`src/hw/cal_pkg.sv`:
```
// Calculator common types
package cal_pkg;

    localparam int BUTTON_WIDTH = 5;
    localparam int BTN_LEFT = 0;
    localparam int BTN_RIGHT = 1;
    localparam int BTN_UP = 2;
    localparam int BTN_DOWN = 3;
    localparam int BTN_MID = 4;

    // switch bit 0 add, bit 1 sub, bit 2 mul
    localparam int SWITCH_WIDTH = 3;

    localparam int DEBOUNCE_CYCLES = 4;
    localparam int SCAN_DIV = 4;
    localparam int BCD_CYCLES = 20;

    typedef logic [3:0] digit_t;
    typedef logic [19:0] magnitude_t;
    typedef logic [2:0] stage_t;
    typedef digit_t [5:0] bcd_t;

    localparam digit_t CODE_BLANK = 4'ha;
    localparam digit_t CODE_MINUS = 4'hb;

    typedef struct packed {
        logic   sign;
        digit_t hundreds;
        digit_t tens;
        digit_t units;
    } operand_t;

    // bit order follows the BTN_* indices
    typedef struct packed {
        logic mid;
        logic down;
        logic up;
        logic right;
        logic left;
    } press_t;

    typedef struct packed {
        logic       negative;
        logic       valid;
        magnitude_t magnitude;
    } result_t;

    typedef enum logic [1:0] {op_add, op_sub, op_mul, op_none} op_sel_t;

    typedef enum logic [2:0] {
        st_input_a,
        st_input_b,
        st_execute,
        st_convert,
        st_display
    } ctrl_state_t;

    typedef enum logic [1:0] {pos_digit0, pos_digit1, pos_digit2, pos_sign} entry_pos_t;

    // active-low segments, codes 0-9 then blank and minus
    localparam logic [7:0] SEG_TABLE [12] = '{
        8'b0000_0011, 8'b1001_1111, 8'b0010_0101, 8'b0000_1101,
        8'b1001_1001, 8'b0100_1001, 8'b0100_0001, 8'b0001_1111,
        8'b0000_0001, 8'b0001_1001, 8'b1111_1111, 8'b1111_1101
    };

endpackage

```
`src/hw/cal_execute.sv`:
```
// Integer execute unit
`timescale 1ns/1ps

module cal_execute (
    input  logic                             clk,
    input  logic                             arst_n,
    input  logic                             exec_start,
    input  logic [cal_pkg::SWITCH_WIDTH-1:0] op_switches,
    input  cal_pkg::operand_t                operand_a,
    input  cal_pkg::operand_t                operand_b,
    output cal_pkg::result_t                 result,
    output logic                             exec_done
);
    import cal_pkg::*;

    op_sel_t            op_sel;
    logic signed [10:0] bin_a;
    logic signed [10:0] bin_b;
    logic               operands_ready;
    logic signed [20:0] value;

    // sign and three digits to two's complement
    function automatic logic signed [10:0] to_binary(operand_t op);
        logic [9:0] mag;
        mag = 10'(op.hundreds) * 10'd100 + 10'(op.tens) * 10'd10 + 10'(op.units);
        return op.sign ? -$signed({1'b0, mag}) : $signed({1'b0, mag});
    endfunction

    // cycle 1, qualify op and convert
    always_ff @(posedge clk) begin
        if (exec_start) begin
            bin_a <= to_binary(operand_a);
            bin_b <= to_binary(operand_b);
            if (op_switches[0]) begin
                op_sel <= op_add;
            end else if (op_switches[1]) begin
                op_sel <= op_sub;
            end else if (op_switches[2]) begin
                op_sel <= op_mul;
            end else begin
                op_sel <= op_none;
            end
        end
    end

    always_comb begin
        case (op_sel)
            op_add:  value = bin_a + bin_b;
            op_sub:  value = bin_a - bin_b;
            op_mul:  value = bin_a * bin_b;
            default: value = '0;
        endcase
    end

    // cycle 2, sign and magnitude
    always_ff @(posedge clk or negedge arst_n) begin
        if (!arst_n) begin
            operands_ready <= 1'b0;
            exec_done      <= 1'b0;
            result         <= '0;
        end else begin
            operands_ready <= exec_start;
            exec_done      <= operands_ready;
            if (operands_ready) begin
                result.valid     <= (op_sel != op_none);
                result.negative  <= value[20];
                result.magnitude <= magnitude_t'(value[20] ? -value : value);
            end
        end
    end

endmodule

```
`config.mk`:
```
export PLATFORM = sky130hd
export DESIGN_NAME = cal_execute
export DESIGN_NICKNAME = d
export VERILOG_FILES = /design/src/hw/cal_pkg.sv /design/src/hw/cal_execute.sv
export SDC_FILE = /design/constraint.sdc
export NUM_CORES = 1
export LEC_CHECK = 0
export BUFFER_PORTS_ARGS = -buffer_cell sky130_fd_sc_hd__buf_2
export CAP_MARGIN = 20
export CELL_PAD_IN_SITES_DETAIL_PLACEMENT = 1
export CELL_PAD_IN_SITES_GLOBAL_PLACEMENT = 2
export CORE_ASPECT_RATIO = 1.4
export CORE_MARGIN = 1
export CORE_UTILIZATION = 40
export DETAILED_ROUTE_END_ITERATION = 16
export PLACE_DENSITY = 0.8
export SLEW_MARGIN = 20
export SYNTH_ARGS = -nofsm -noshare
export SYNTH_HDL_FRONTEND = slang
export SYNTH_SLANG_ARGS = --single-unit
```
`constraint.sdc`:
```
create_clock -name clk -period 7 [get_ports clk]
set_input_delay 1.4 -clock clk [delete_from_list [all_inputs] [get_ports clk]]
set_output_delay 1.4 -clock clk [all_outputs]
set_load 0.05 [all_outputs]
```
==> out/results.tsv, run 1 <==
stage	metric	value	unit
grt	first_global_vias	8504	
cells_and_area	nets	1405	
hold_path	hold_class	register to register	
route	drt-total-wl	27.0	mm
floorplanning	die_h	187	µm
cts	cts_tree	yes	
yosys	ys_warn_count	0	
route	drt-initial-drc-count	194	
yosys	avgSynthCellArea	8.93	µm²
yosys	yosys-top-cells-count	inv_1 (212), fa_1 (125), ha_1 (116), nand2_1 (96), nor2_1 (67)	
floorplanning	start_util	40.7	%
cts	clock_sinks	48	
grt	grt.overflow.total	0	
yosys	synth-seq-cells	48	
sta	setup_viol	0	
cts	clock_tree.buffer_depth	2	
sta	slew_headroom	48.8	%
placed_design	io_buffer_count	54	
grt	antenna_found_initial	0	
sta	period_needed	6.63	ns
route	antenna_left	0	
yosys	syn_area	0.00975	mm²
route	detail_route.wl_per_cell	18.7	µm
placed_design	dp.cells	1431	
floorplanning	coreArea	0.0240	mm²
grt	grt_max_degree	33	
worst_setup_path	crit-reg2reg-launch	bin_b[4]	
yosys	synth-edff-count	24	
yosys	yosysTopAreaCell	fa_1	
grt	grt_pass1_wl	44.5	mm
worst_setup_path	worstPathArrival	6.82	ns
grt	grt_usage	23.1	%
cts	path_clk_slew	0.07	ns
worst_setup_path	r2r_slack	0.37	ns
cts	cts-root-buf	clkbuf_16	
sta	finClkSkew	0.00845	ns
cts	h-tree-depth	2	
yosys	yosysUniqueCellTypes	78	
hold_path	min_from	result[1]	
worst_setup_path	required	7.19	ns
worst_setup_path	crit_type	register to register	
worst_setup_path	r2r_cells	19	
sta	rsz0062_at_grt	false	
outcome	outcome	finished clean	
worst_setup_path	start_kind	register	
floorplanning	fp-row-count	67	
route	via_per_inst	5.30	
sta	drv_slew	0	
cells_and_area	syn2layout_area_growth	8.08	%
hold_path	holdPathStages	2	
worst_setup_path	r2r_end	result[2]	
cells_and_area	layout.cells.non_filler	1443	
cells_and_area	finish.utilization	44.0	%
floorplanning	io_pins	55	
cells_and_area	drive_gt1_share	10.2	%
yosys	synthCells	1092	
worst_setup_path	critPathLaunch	bin_b[4]	
yosys	synthTopCellsByArea	fa_1 (26%), ha_1 (15%), inv_1 (8.2%)	
cts	cts_hold_buffers	0	
sta	hold_viol	0	
hold_path	holdPathEnd	result[1]	
sta	worst_pin_slew	0.760	ns
worst_setup_path	crit_fanout	12	
floorplanning	die_w	134	µm
route	drc	0	
yosys	syn_nets	1365	
yosys	async_reset_ff_share	50.0	%
sta	totalNegativeSetupSlack	0	ns
sta	fmax	0.151	GHz
yosys	synth_ff_type	edfxtp_1	
sta	finalCritPeriodShare	94.7	%
yosys	synth_top_area_share	25.7	%
placed_design	hpwl	23.0	mm
floorplanning	dieArea	0.0250	mm²
worst_setup_path	end_kind	register	
yosys	synth.most_common_cell	inv_1	
yosys	synth-seq-area-share	13.5	%
cts	cts_buffers	5	
cells_and_area	diodes	0	
cts	clk_latency	0.31	ns
route	vias	7652	
job	drv_cap	0	
placed_design	gp_congestion	0.836	
route	drt_pass1_iterations	4	
==> state kept, by name, summed over array words and instances (netlist names) <==
name            count
bin_a              11
bin_b              11
exec_done           1
op_sel              2
operands_ready      1
result             22
==> cells in the final DEF (no fill, tap or decap), types with 9 or more instances in the layout <==
cell type and instances:
and2_1 42, buf_4 17, a21oi_1 49, edfxtp_1 24, nor3_1 18, buf_2 54, mux2_2 11, xor2_1 15
a211oi_1 10, o21ai_0 19, xnor2_1 57, dfrtp_1 23, nor2_1 67, inv_1 212, a21o_1 11, o21bai_1 9
fa_1 125, nor2b_1 11, ha_1 116, nand2b_1 14, nand2_1 96
==> logic make-up after synthesis <==
group / after synthesis / share of synthesized area, %
AOI/OAI and AO/OA: 167 / 11.9
and+or+nand+nor: 292 / 15.2
xor gates and xnor gates: 74 / 6.93
DFF: 48 / 13.5
muxes: 18 / 1.99
adders and majority gates: 241 / 40.5
buffers and inverters: 252 / 9.97
==> cell type report <==
class,count,area [µm²]
well taps,310,388
inverters,214,803
repair buffers,71,398
multi-input cells,792,7460
fillers,2872,13400
flip-flops and latches,48,1320
clock inverters,3,45.0
clock buffers,5,125
==> worst max-delay path: stages (launching register included) <==
cell	delay (ns)
edfxtp_1	0.59
and2_1	0.28
fa_1	0.83
fa_1	0.49
fa_1	0.49
fa_1	0.55
inv_1	0.05
fa_1	0.53
inv_1	0.05
ha_1	0.36
a21o_1	0.18
a31o_2	0.22
a211oi_1	0.34
a211o_1	0.19
a21oi_1	0.07
or2_2	0.39
nor2_2	0.36
nor2_1	0.11
xor2_1	0.16
mux2_2	0.27
==> routing by layer <==
layer / vias to the layer above / GRT usage (%) / part of all wire [%]
li1: 3605 / - / -
met4: 0 / 8.96 / 3.7
met5: - / 0 / 0
met2: 93 / 43.5 / 54
met3: 37 / 0.896 / 2.0
met1: 3917 / 27.1 / 40
==> metrics by stage <==
| stage | instance area (µm²) | hold WS (ns) | worst slack, ns |
|---|---|---|---|
| detailed placement | 10300 | 0.483 | 0.335 |
| CTS | 10500 | 0.502 | 0.287 |
| floorplan | 9750 | 0.409 | 0.894 |
| global placement | 10300 | 0.473 | 0.433 |
| finish | 10500 | 0.495 | 0.371 |
| global route | 10500 | 0.519 | 0.0238 |
==> what timing repair did <==
item,in CTS,in global routing
buffers inserted,0,4
gates resized for setup,0,0
setup endpoints to repair,0,5
==> worst max path at each step <==
| stage | to | slack (ns) | cells past startpoint |
|---|---|---|---|
| global route | result[2] | 0.02 | 21 |
| floorplan | result[7] | 0.89 | 21 |
| finish | result[2] | 0.37 | 19 |
| global placement | result[7] | 0.43 | 21 |
| CTS | result[2] | 0.29 | 21 |
| detailed placement | result[2] | 0.33 | 21 |
Power of run 1 is not shown: default switching activity piles up to over one toggle a cycle in this logic, so the estimate is an artifact.
==> inputs of run 2 (changes only) <==
ABC_AREA = 1   (was not set)
CORE_UTILIZATION = 38   (was 40)
PLACE_DENSITY = 0.81   (was 0.8)
==> out/results.tsv, run 2 <==
stage	metric	value	unit	change
cells_and_area	diodes	0		unchanged
cts	path_clk_slew	0.07	ns	about the same
worst_setup_path	crit_type	register to register		
sta	totalNegativeSetupSlack	0	ns	unchanged
cells_and_area	layout.cells.non_filler	1861		+29%
grt	grt.overflow.total	0		unchanged
worst_setup_path	cp_top_family	adder cells		
yosys	synth.most_common_cell	nand2_1		
placed_design	gp_congestion	0.875		+4.6%
cells_and_area	regMostFlops	result		
floorplanning	die_h	200	µm	+7.0%
yosys	synthTopCellsByArea	fa_1 (24%), ha_1 (14%), nand2_1 (13%)		
worst_setup_path	worstPathArrival	6.47	ns	-0.35 ns
worst_setup_path	start_kind	register		
yosys	yosysTopAreaCell	fa_1		
worst_setup_path	crit_fanout	27		+15
route	antenna_left	0		unchanged
route	vias	9056		+18%
yosys	synth-edff-count	24		unchanged
cells_and_area	fillCellCount	3555		+24%
grt	grt_usage	22.8	%	-0.23 points
worst_setup_path	critPathSlowestCell	fa_1		
worst_setup_path	critical_path_buf_inv_count	7		+5
yosys	ys_warn_count	0		unchanged
grt	grt_pass1_wl	49.8	mm	+12%
placed_design	dp.cells	1853		+29%
placed_design	io_buffer_count	54		unchanged
yosys	async_reset_ff_share	50.0	%	unchanged
cells_and_area	drive_gt1_share	9.32	%	-0.83 points
yosys	synth_top_area_share	23.5	%	-2.1 points
worst_setup_path	end_kind	register		
job	drv_cap	0		unchanged
grt	antenna_found_initial	0		unchanged
floorplanning	coreArea	0.0276	mm²	+15%
sta	rsz0062_at_grt	false		
route	detail_route.wl_per_cell	16.4	µm	-12%
floorplanning	start_util	38.6	%	-2.1 points
yosys	synth-seq-area-share	12.4	%	-1.1 points
cts	clock_tree.buffer_depth	2		unchanged
cts	clk_latency	0.30	ns	about the same
yosys	avgSynthCellArea	7.26	µm²	-19%
worst_setup_path	path_depth	24		+5
cts	clock_sinks	48		unchanged
hold_path	hold_class	register to register		
hold_path	holdPathStages	2		unchanged
yosys	yosysUniqueCellTypes	49		-37%
cells_and_area	syn2layout_area_growth	6.97	%	
yosys	syn_nets	1737		+27%
route	drc	0		unchanged
cells_and_area	finish.utilization	41.2	%	-2.7 points
cells_and_area	largestRegisters	result (22), bin_a (11), bin_b (11)		
route	via_per_inst	4.87		-8.2%
floorplanning	dieArea	0.0287	mm²	+15%
worst_setup_path	cpPeakStageDelay	0.57	ns	-0.26 ns
yosys	synthCells	1464		+34%
cts	ctsResizeCount	0		unchanged
route	drt-total-wl	30.5	mm	+13%
sta	slew_headroom	44.2	%	-4.6 points
yosys	synth-seq-cells	48		unchanged
worst_setup_path	required	7.24	ns	+0.05 ns
cts	cts-root-buf	clkbuf_16		
placed_design	hpwl	27.2	mm	+18%
cts	cts_buffers	5		unchanged
floorplanning	die_w	143	µm	+7.0%
grt	grt_max_degree	28		-15%
sta	fmax	0.160	GHz	+6.3%
cells_and_area	nets	1763		+25%
sta	drv_slew	0		unchanged
cts	postCtsSetupRepairBufs	0		unchanged
yosys	yosys-top-cells-count	nand2_1 (380), inv_1 (342), fa_1 (125), ha_1 (116), nand3_1 (102)		
worst_setup_path	crit_chain	inv_1, nor2_1, fa_1, inv_1, fa_1, inv_1, fa_1, fa_1, inv_1, fa_1, inv_1, ha_1, a21oi_1, a21boi_1, o21ai_0, a21oi_1, inv_1, nand2_1, nand3_1, nand2_4, inv_2, nor2_1, nand3_1, nand3_1		
sta	hold_viol	0		unchanged
cells_and_area	final_common_cell	nand2_1		
cells_and_area	largest_reg_flops	22		unchanged
worst_setup_path	r2r_cells	24		+5
floorplanning	fp-row-count	72		+7.5%
sta	period_needed	6.24	ns	-0.393 ns
cts	cts_tree	yes		
grt	first_global_vias	9825		+16%
sta	finalCritPeriodShare	89.1	%	-5.6 points
worst_setup_path	cpMostUsedCell	inv_1		
yosys	syn_area	0.0106	mm²	+9.0%
cts	cts_hold_buffers	0		unchanged
sta	setup_viol	0		unchanged
outcome	outcome	finished clean		
cells_and_area	layout_common_cells	nand2_1 (380), inv_1 (342), fa_1 (125), ha_1 (116), nand3_1 (102)		
floorplanning	io_pins	55		unchanged
cts	h-tree-depth	2		unchanged
route	drt_pass1_iterations	4		unchanged
sta	finClkSkew	0.00599	ns	-0.00246 ns
sta	worst_pin_slew	0.837	ns	+0.0768 ns
yosys	synth_ff_type	edfxtp_1		
route	drt-initial-drc-count	287		+48%
run 2: cells by family (layout without fill, tap and decap cells):
logic type | count (synthesis) | in the layout | share of synthesized area (%)
flip-flops | 48 | 48 | 12.4
buffers and inverters | 400 | 427 | 14.5
AO/OA/AOI/OAI | 81 | 81 | 4.11
XOR/XNOR | 45 | 45 | 3.71
AND/OR/NAND/NOR | 649 | 649 | 28.0
adder cells (fa/ha/maj) | 241 | 241 | 37.2
run 2: per-stage QoR:
| step | instance area (µm²) | worst slack (ns) | hold slack [ns] |
|---|---|---|---|
| floorplan | 10600 | 1.61 | 0.352 |
| global placement | 11200 | 0.769 | 0.458 |
| detailed placement | 11200 | 0.680 | 0.460 |
| CTS | 11400 | 0.674 | 0.479 |
| global route | 11400 | 0.267 | 0.503 |
| finish | 11400 | 0.764 | 0.472 |
run 2: layout make-up:
type                    count  area, µm²  share of cell area [%]
multi-input cells        1016       7760                    68.3
inverters                 361       1360                    11.9
flip-flops and latches     48       1320                    11.6
well taps                 370        463                    4.07
repair buffers             58        300                    2.64
clock buffers               5        125                    1.10
clock inverters             3       41.3                   0.363
run 2: worst reg2reg max path: cells and delay by family, from the launching register on:
| kind | cells | cell delay (ns) |
|---|---|---|
| and+or+nand+nor | 7 | 1.08 |
| DFF | 1 | 0.50 |
| AOI/OAI and AO/OA | 4 | 0.74 |
| adders and majority gates | 6 | 3.04 |
| buffers and inverters | 7 | 0.83 |
run 2: worst paths after layout:
check | from | end | slack, ns
min reg2reg | result[13] | result[13] | 0.47
max reg2reg | bin_b[10] | result[2] | 0.76
max in group asynchronous | arst_n | result[17] | 5.57
max | bin_b[10] | result[2] | 0.76
min | result[13] | result[13] | 0.47
min in group asynchronous | arst_n | exec_done | 1.07
run 2: layer usage:
layer | global-route usage (%) | up-vias | share of wire (%)
met3 | 2.00 | 55 | 2.4
met4 | 8.67 | 0 | 4.0
met5 | 0 | - | 0
li1 | - | 4459 | -
met2 | 45.9 | 147 | 56
met1 | 24.1 | 4395 | 38
Power of run 2 is left out for the same reason.
==> inputs of run 3 (changes only) <==
ABC_AREA = not set   (was 1)
CORE_UTILIZATION = 40   (was 38)
PLACE_DENSITY = 0.93   (was 0.81)
SLEW_MARGIN = not set   (was 20)
==> out/results.tsv, run 3 (synthesized netlist as in run 1, its figures left out) <==
stage	metric	value	unit	change
outcome	outcome	finished clean		
sta	totalNegativeSetupSlack	0	ns	unchanged
floorplanning	dieArea	0.0250	mm²	-13%
cells_and_area	largestRegisters	result (22), bin_a (11), bin_b (11)		
cts	clk_latency	0.31	ns	about the same
cts	clock_sinks	48		unchanged
grt	grt.overflow.total	0		unchanged
cts	cts_tree	yes		
cts	cts_hold_buffers	0		unchanged
cells_and_area	fillCellCount	2909		-18%
sta	finalCritPeriodShare	94.9	%	+5.9 points
sta	worst_pin_slew	0.955	ns	+0.118 ns
placed_design	io_buffer_count	54		unchanged
floorplanning	io_pins	55		unchanged
cells_and_area	regMostFlops	result		
route	detail_route.wl_per_cell	19.5	µm	+19%
sta	fmax	0.150	GHz	-6.2%
worst_setup_path	start_kind	register		
sta	rsz0062_at_grt	false		
cells_and_area	nets	1398		-21%
grt	antenna_found_initial	0		unchanged
cells_and_area	largest_reg_flops	22		unchanged
sta	hold_viol	0		unchanged
grt	grt_pass1_wl	45.7	mm	-8.2%
route	via_per_inst	5.43		+12%
cells_and_area	diodes	0		unchanged
sta	finClkSkew	0.00998	ns	+0.00398 ns
worst_setup_path	crit_type	register to register		
floorplanning	fp-row-count	67		-6.9%
floorplanning	coreArea	0.0240	mm²	-13%
grt	grt_usage	23.7	%	+0.89 points
floorplanning	die_w	134	µm	-6.6%
route	vias	7793		-14%
cts	postCtsSetupRepairBufs	0		unchanged
route	drt_pass1_iterations	5		+1
worst_setup_path	crit_fanout	12		-56%
cts	ctsResizeCount	0		unchanged
sta	setup_viol	0		unchanged
sta	drv_slew	0		unchanged
cts	clock_tree.buffer_depth	2		unchanged
worst_setup_path	end_kind	register		
grt	grt_max_degree	33		+18%
route	drc	0		unchanged
cts	cts_buffers	5		unchanged
cts	cts-root-buf	clkbuf_16		
cells_and_area	syn2layout_area_growth	7.56	%	
grt	first_global_vias	8858		-9.8%
cells_and_area	layout_common_cells	inv_1 (212), fa_1 (125), ha_1 (116), nand2_1 (96), nor2_1 (67)		
route	drt-initial-drc-count	292		+1.7%
worst_setup_path	worstPathArrival	6.84	ns	+0.37 ns
route	drt-total-wl	28.0	mm	-8.4%
cells_and_area	register_area	0.00132	mm²	unchanged
route	antenna_left	0		unchanged
cells_and_area	multi_input_area	0.00746	mm²	-3.9%
placed_design	hpwl	23.9	mm	-12%
floorplanning	start_util	40.7	%	+2.1 points
floorplanning	die_h	187	µm	-6.6%
cells_and_area	drive_gt1_share	9.50	%	+0.18 points
sta	period_needed	6.65	ns	+0.411 ns
job	drv_cap	0		unchanged
hold_path	hold_class	register to register		
worst_setup_path	required	7.20	ns	-0.04 ns
cells_and_area	final_common_cell	inv_1		
cts	h-tree-depth	2		unchanged
cts	path_clk_slew	0.07	ns	about the same
sta	slew_headroom	35.5	%	-8.7 points
placed_design	gp_congestion	0.908		+3.8%
==> run 3: changes by cell type in the layout (fill, tap and decap cells not counted), sizes merged, moves of 14 or more <==
cell,before,now
nand2,393,96
inv,360,213
nand3,117,5
and2,1,42
xnor2,17,57
nor2,87,68
nand2b,1,15
==> run 3: routing by layer <==
| metal | part of all wire [%] | GRT usage [%] | vias to the layer above |
|---|---|---|---|
| met3 | 2.7 | 2.39 | 78 |
| met1 | 37 | 25.2 | 3962 |
| met4 | 5.6 | 12.8 | 0 |
| met2 | 55 | 45.0 | 163 |
| met5 | 0 | 0 | - |
| li1 | - | - | 3590 |
==> run 3: area by class of cell <==
type / count / area share, %
Inverter: 214 / 7.66
Clock buffer: 7 / 1.56
Tap cell: 310 / 3.70
Multi-Input combinational cell: 792 / 71.1
Sequential cell: 48 / 12.6
Clock inverter: 1 / 0.0835
Timing Repair Buffer: 64 / 3.29
==> run 3: path summary, 6_finish.rpt <==
path / cells past startpoint / from / endpoint / slack [ns]
worst max register to register: 21 / bin_b[7] / result[7] / 0.35
max in group asynchronous: 1 / arst_n / result[2] / 5.55
worst min register to register: 2 / result[19] / result[19] / 0.52
worst max-delay path: 21 / bin_b[7] / result[7] / 0.35
min in group asynchronous: 1 / arst_n / result[3] / 1.08
worst min-delay path: 2 / result[19] / result[19] / 0.52
==> run 3: through the flow <==
| step | utilization, % | instances | hold slack, ns | instance area, µm² | setup slack, ns |
|---|---|---|---|---|---|
| 4_1_cts | 43.7 | 1435 | 0.522 | 10500 | 0.358 |
| 2_1_floorplan | - | 1092 | 0.409 | 9750 | 0.894 |
| 3_5_place_dp | 43.0 | 1427 | 0.494 | 10300 | 0.345 |
| 6_report | 43.7 | 1436 | 0.516 | 10500 | 0.354 |
| 3_3_place_gp | 43.0 | 1427 | 0.502 | 10300 | 0.462 |
| 5_1_grt | 43.7 | 1436 | 0.548 | 10500 | 0.00777 |
==> run 3: critical path: stages (launching register included) <==
cell and delay [ns]:
edfxtp_1 0.68, ha_1 0.38, inv_1 0.12, fa_1 0.54, inv_1 0.05, fa_1 0.47
fa_1 0.52, fa_1 0.55, inv_1 0.06, fa_1 0.53, inv_1 0.04, ha_1 0.36
and3_1 0.23, and2_1 0.16, o2111ai_1 0.14, a211o_1 0.30, and3_1 0.16, or2_2 0.36
nor2_2 0.34, a31oi_1 0.10, xnor2_1 0.17, mux2_2 0.27
Power of run 3 is left out for the same reason.
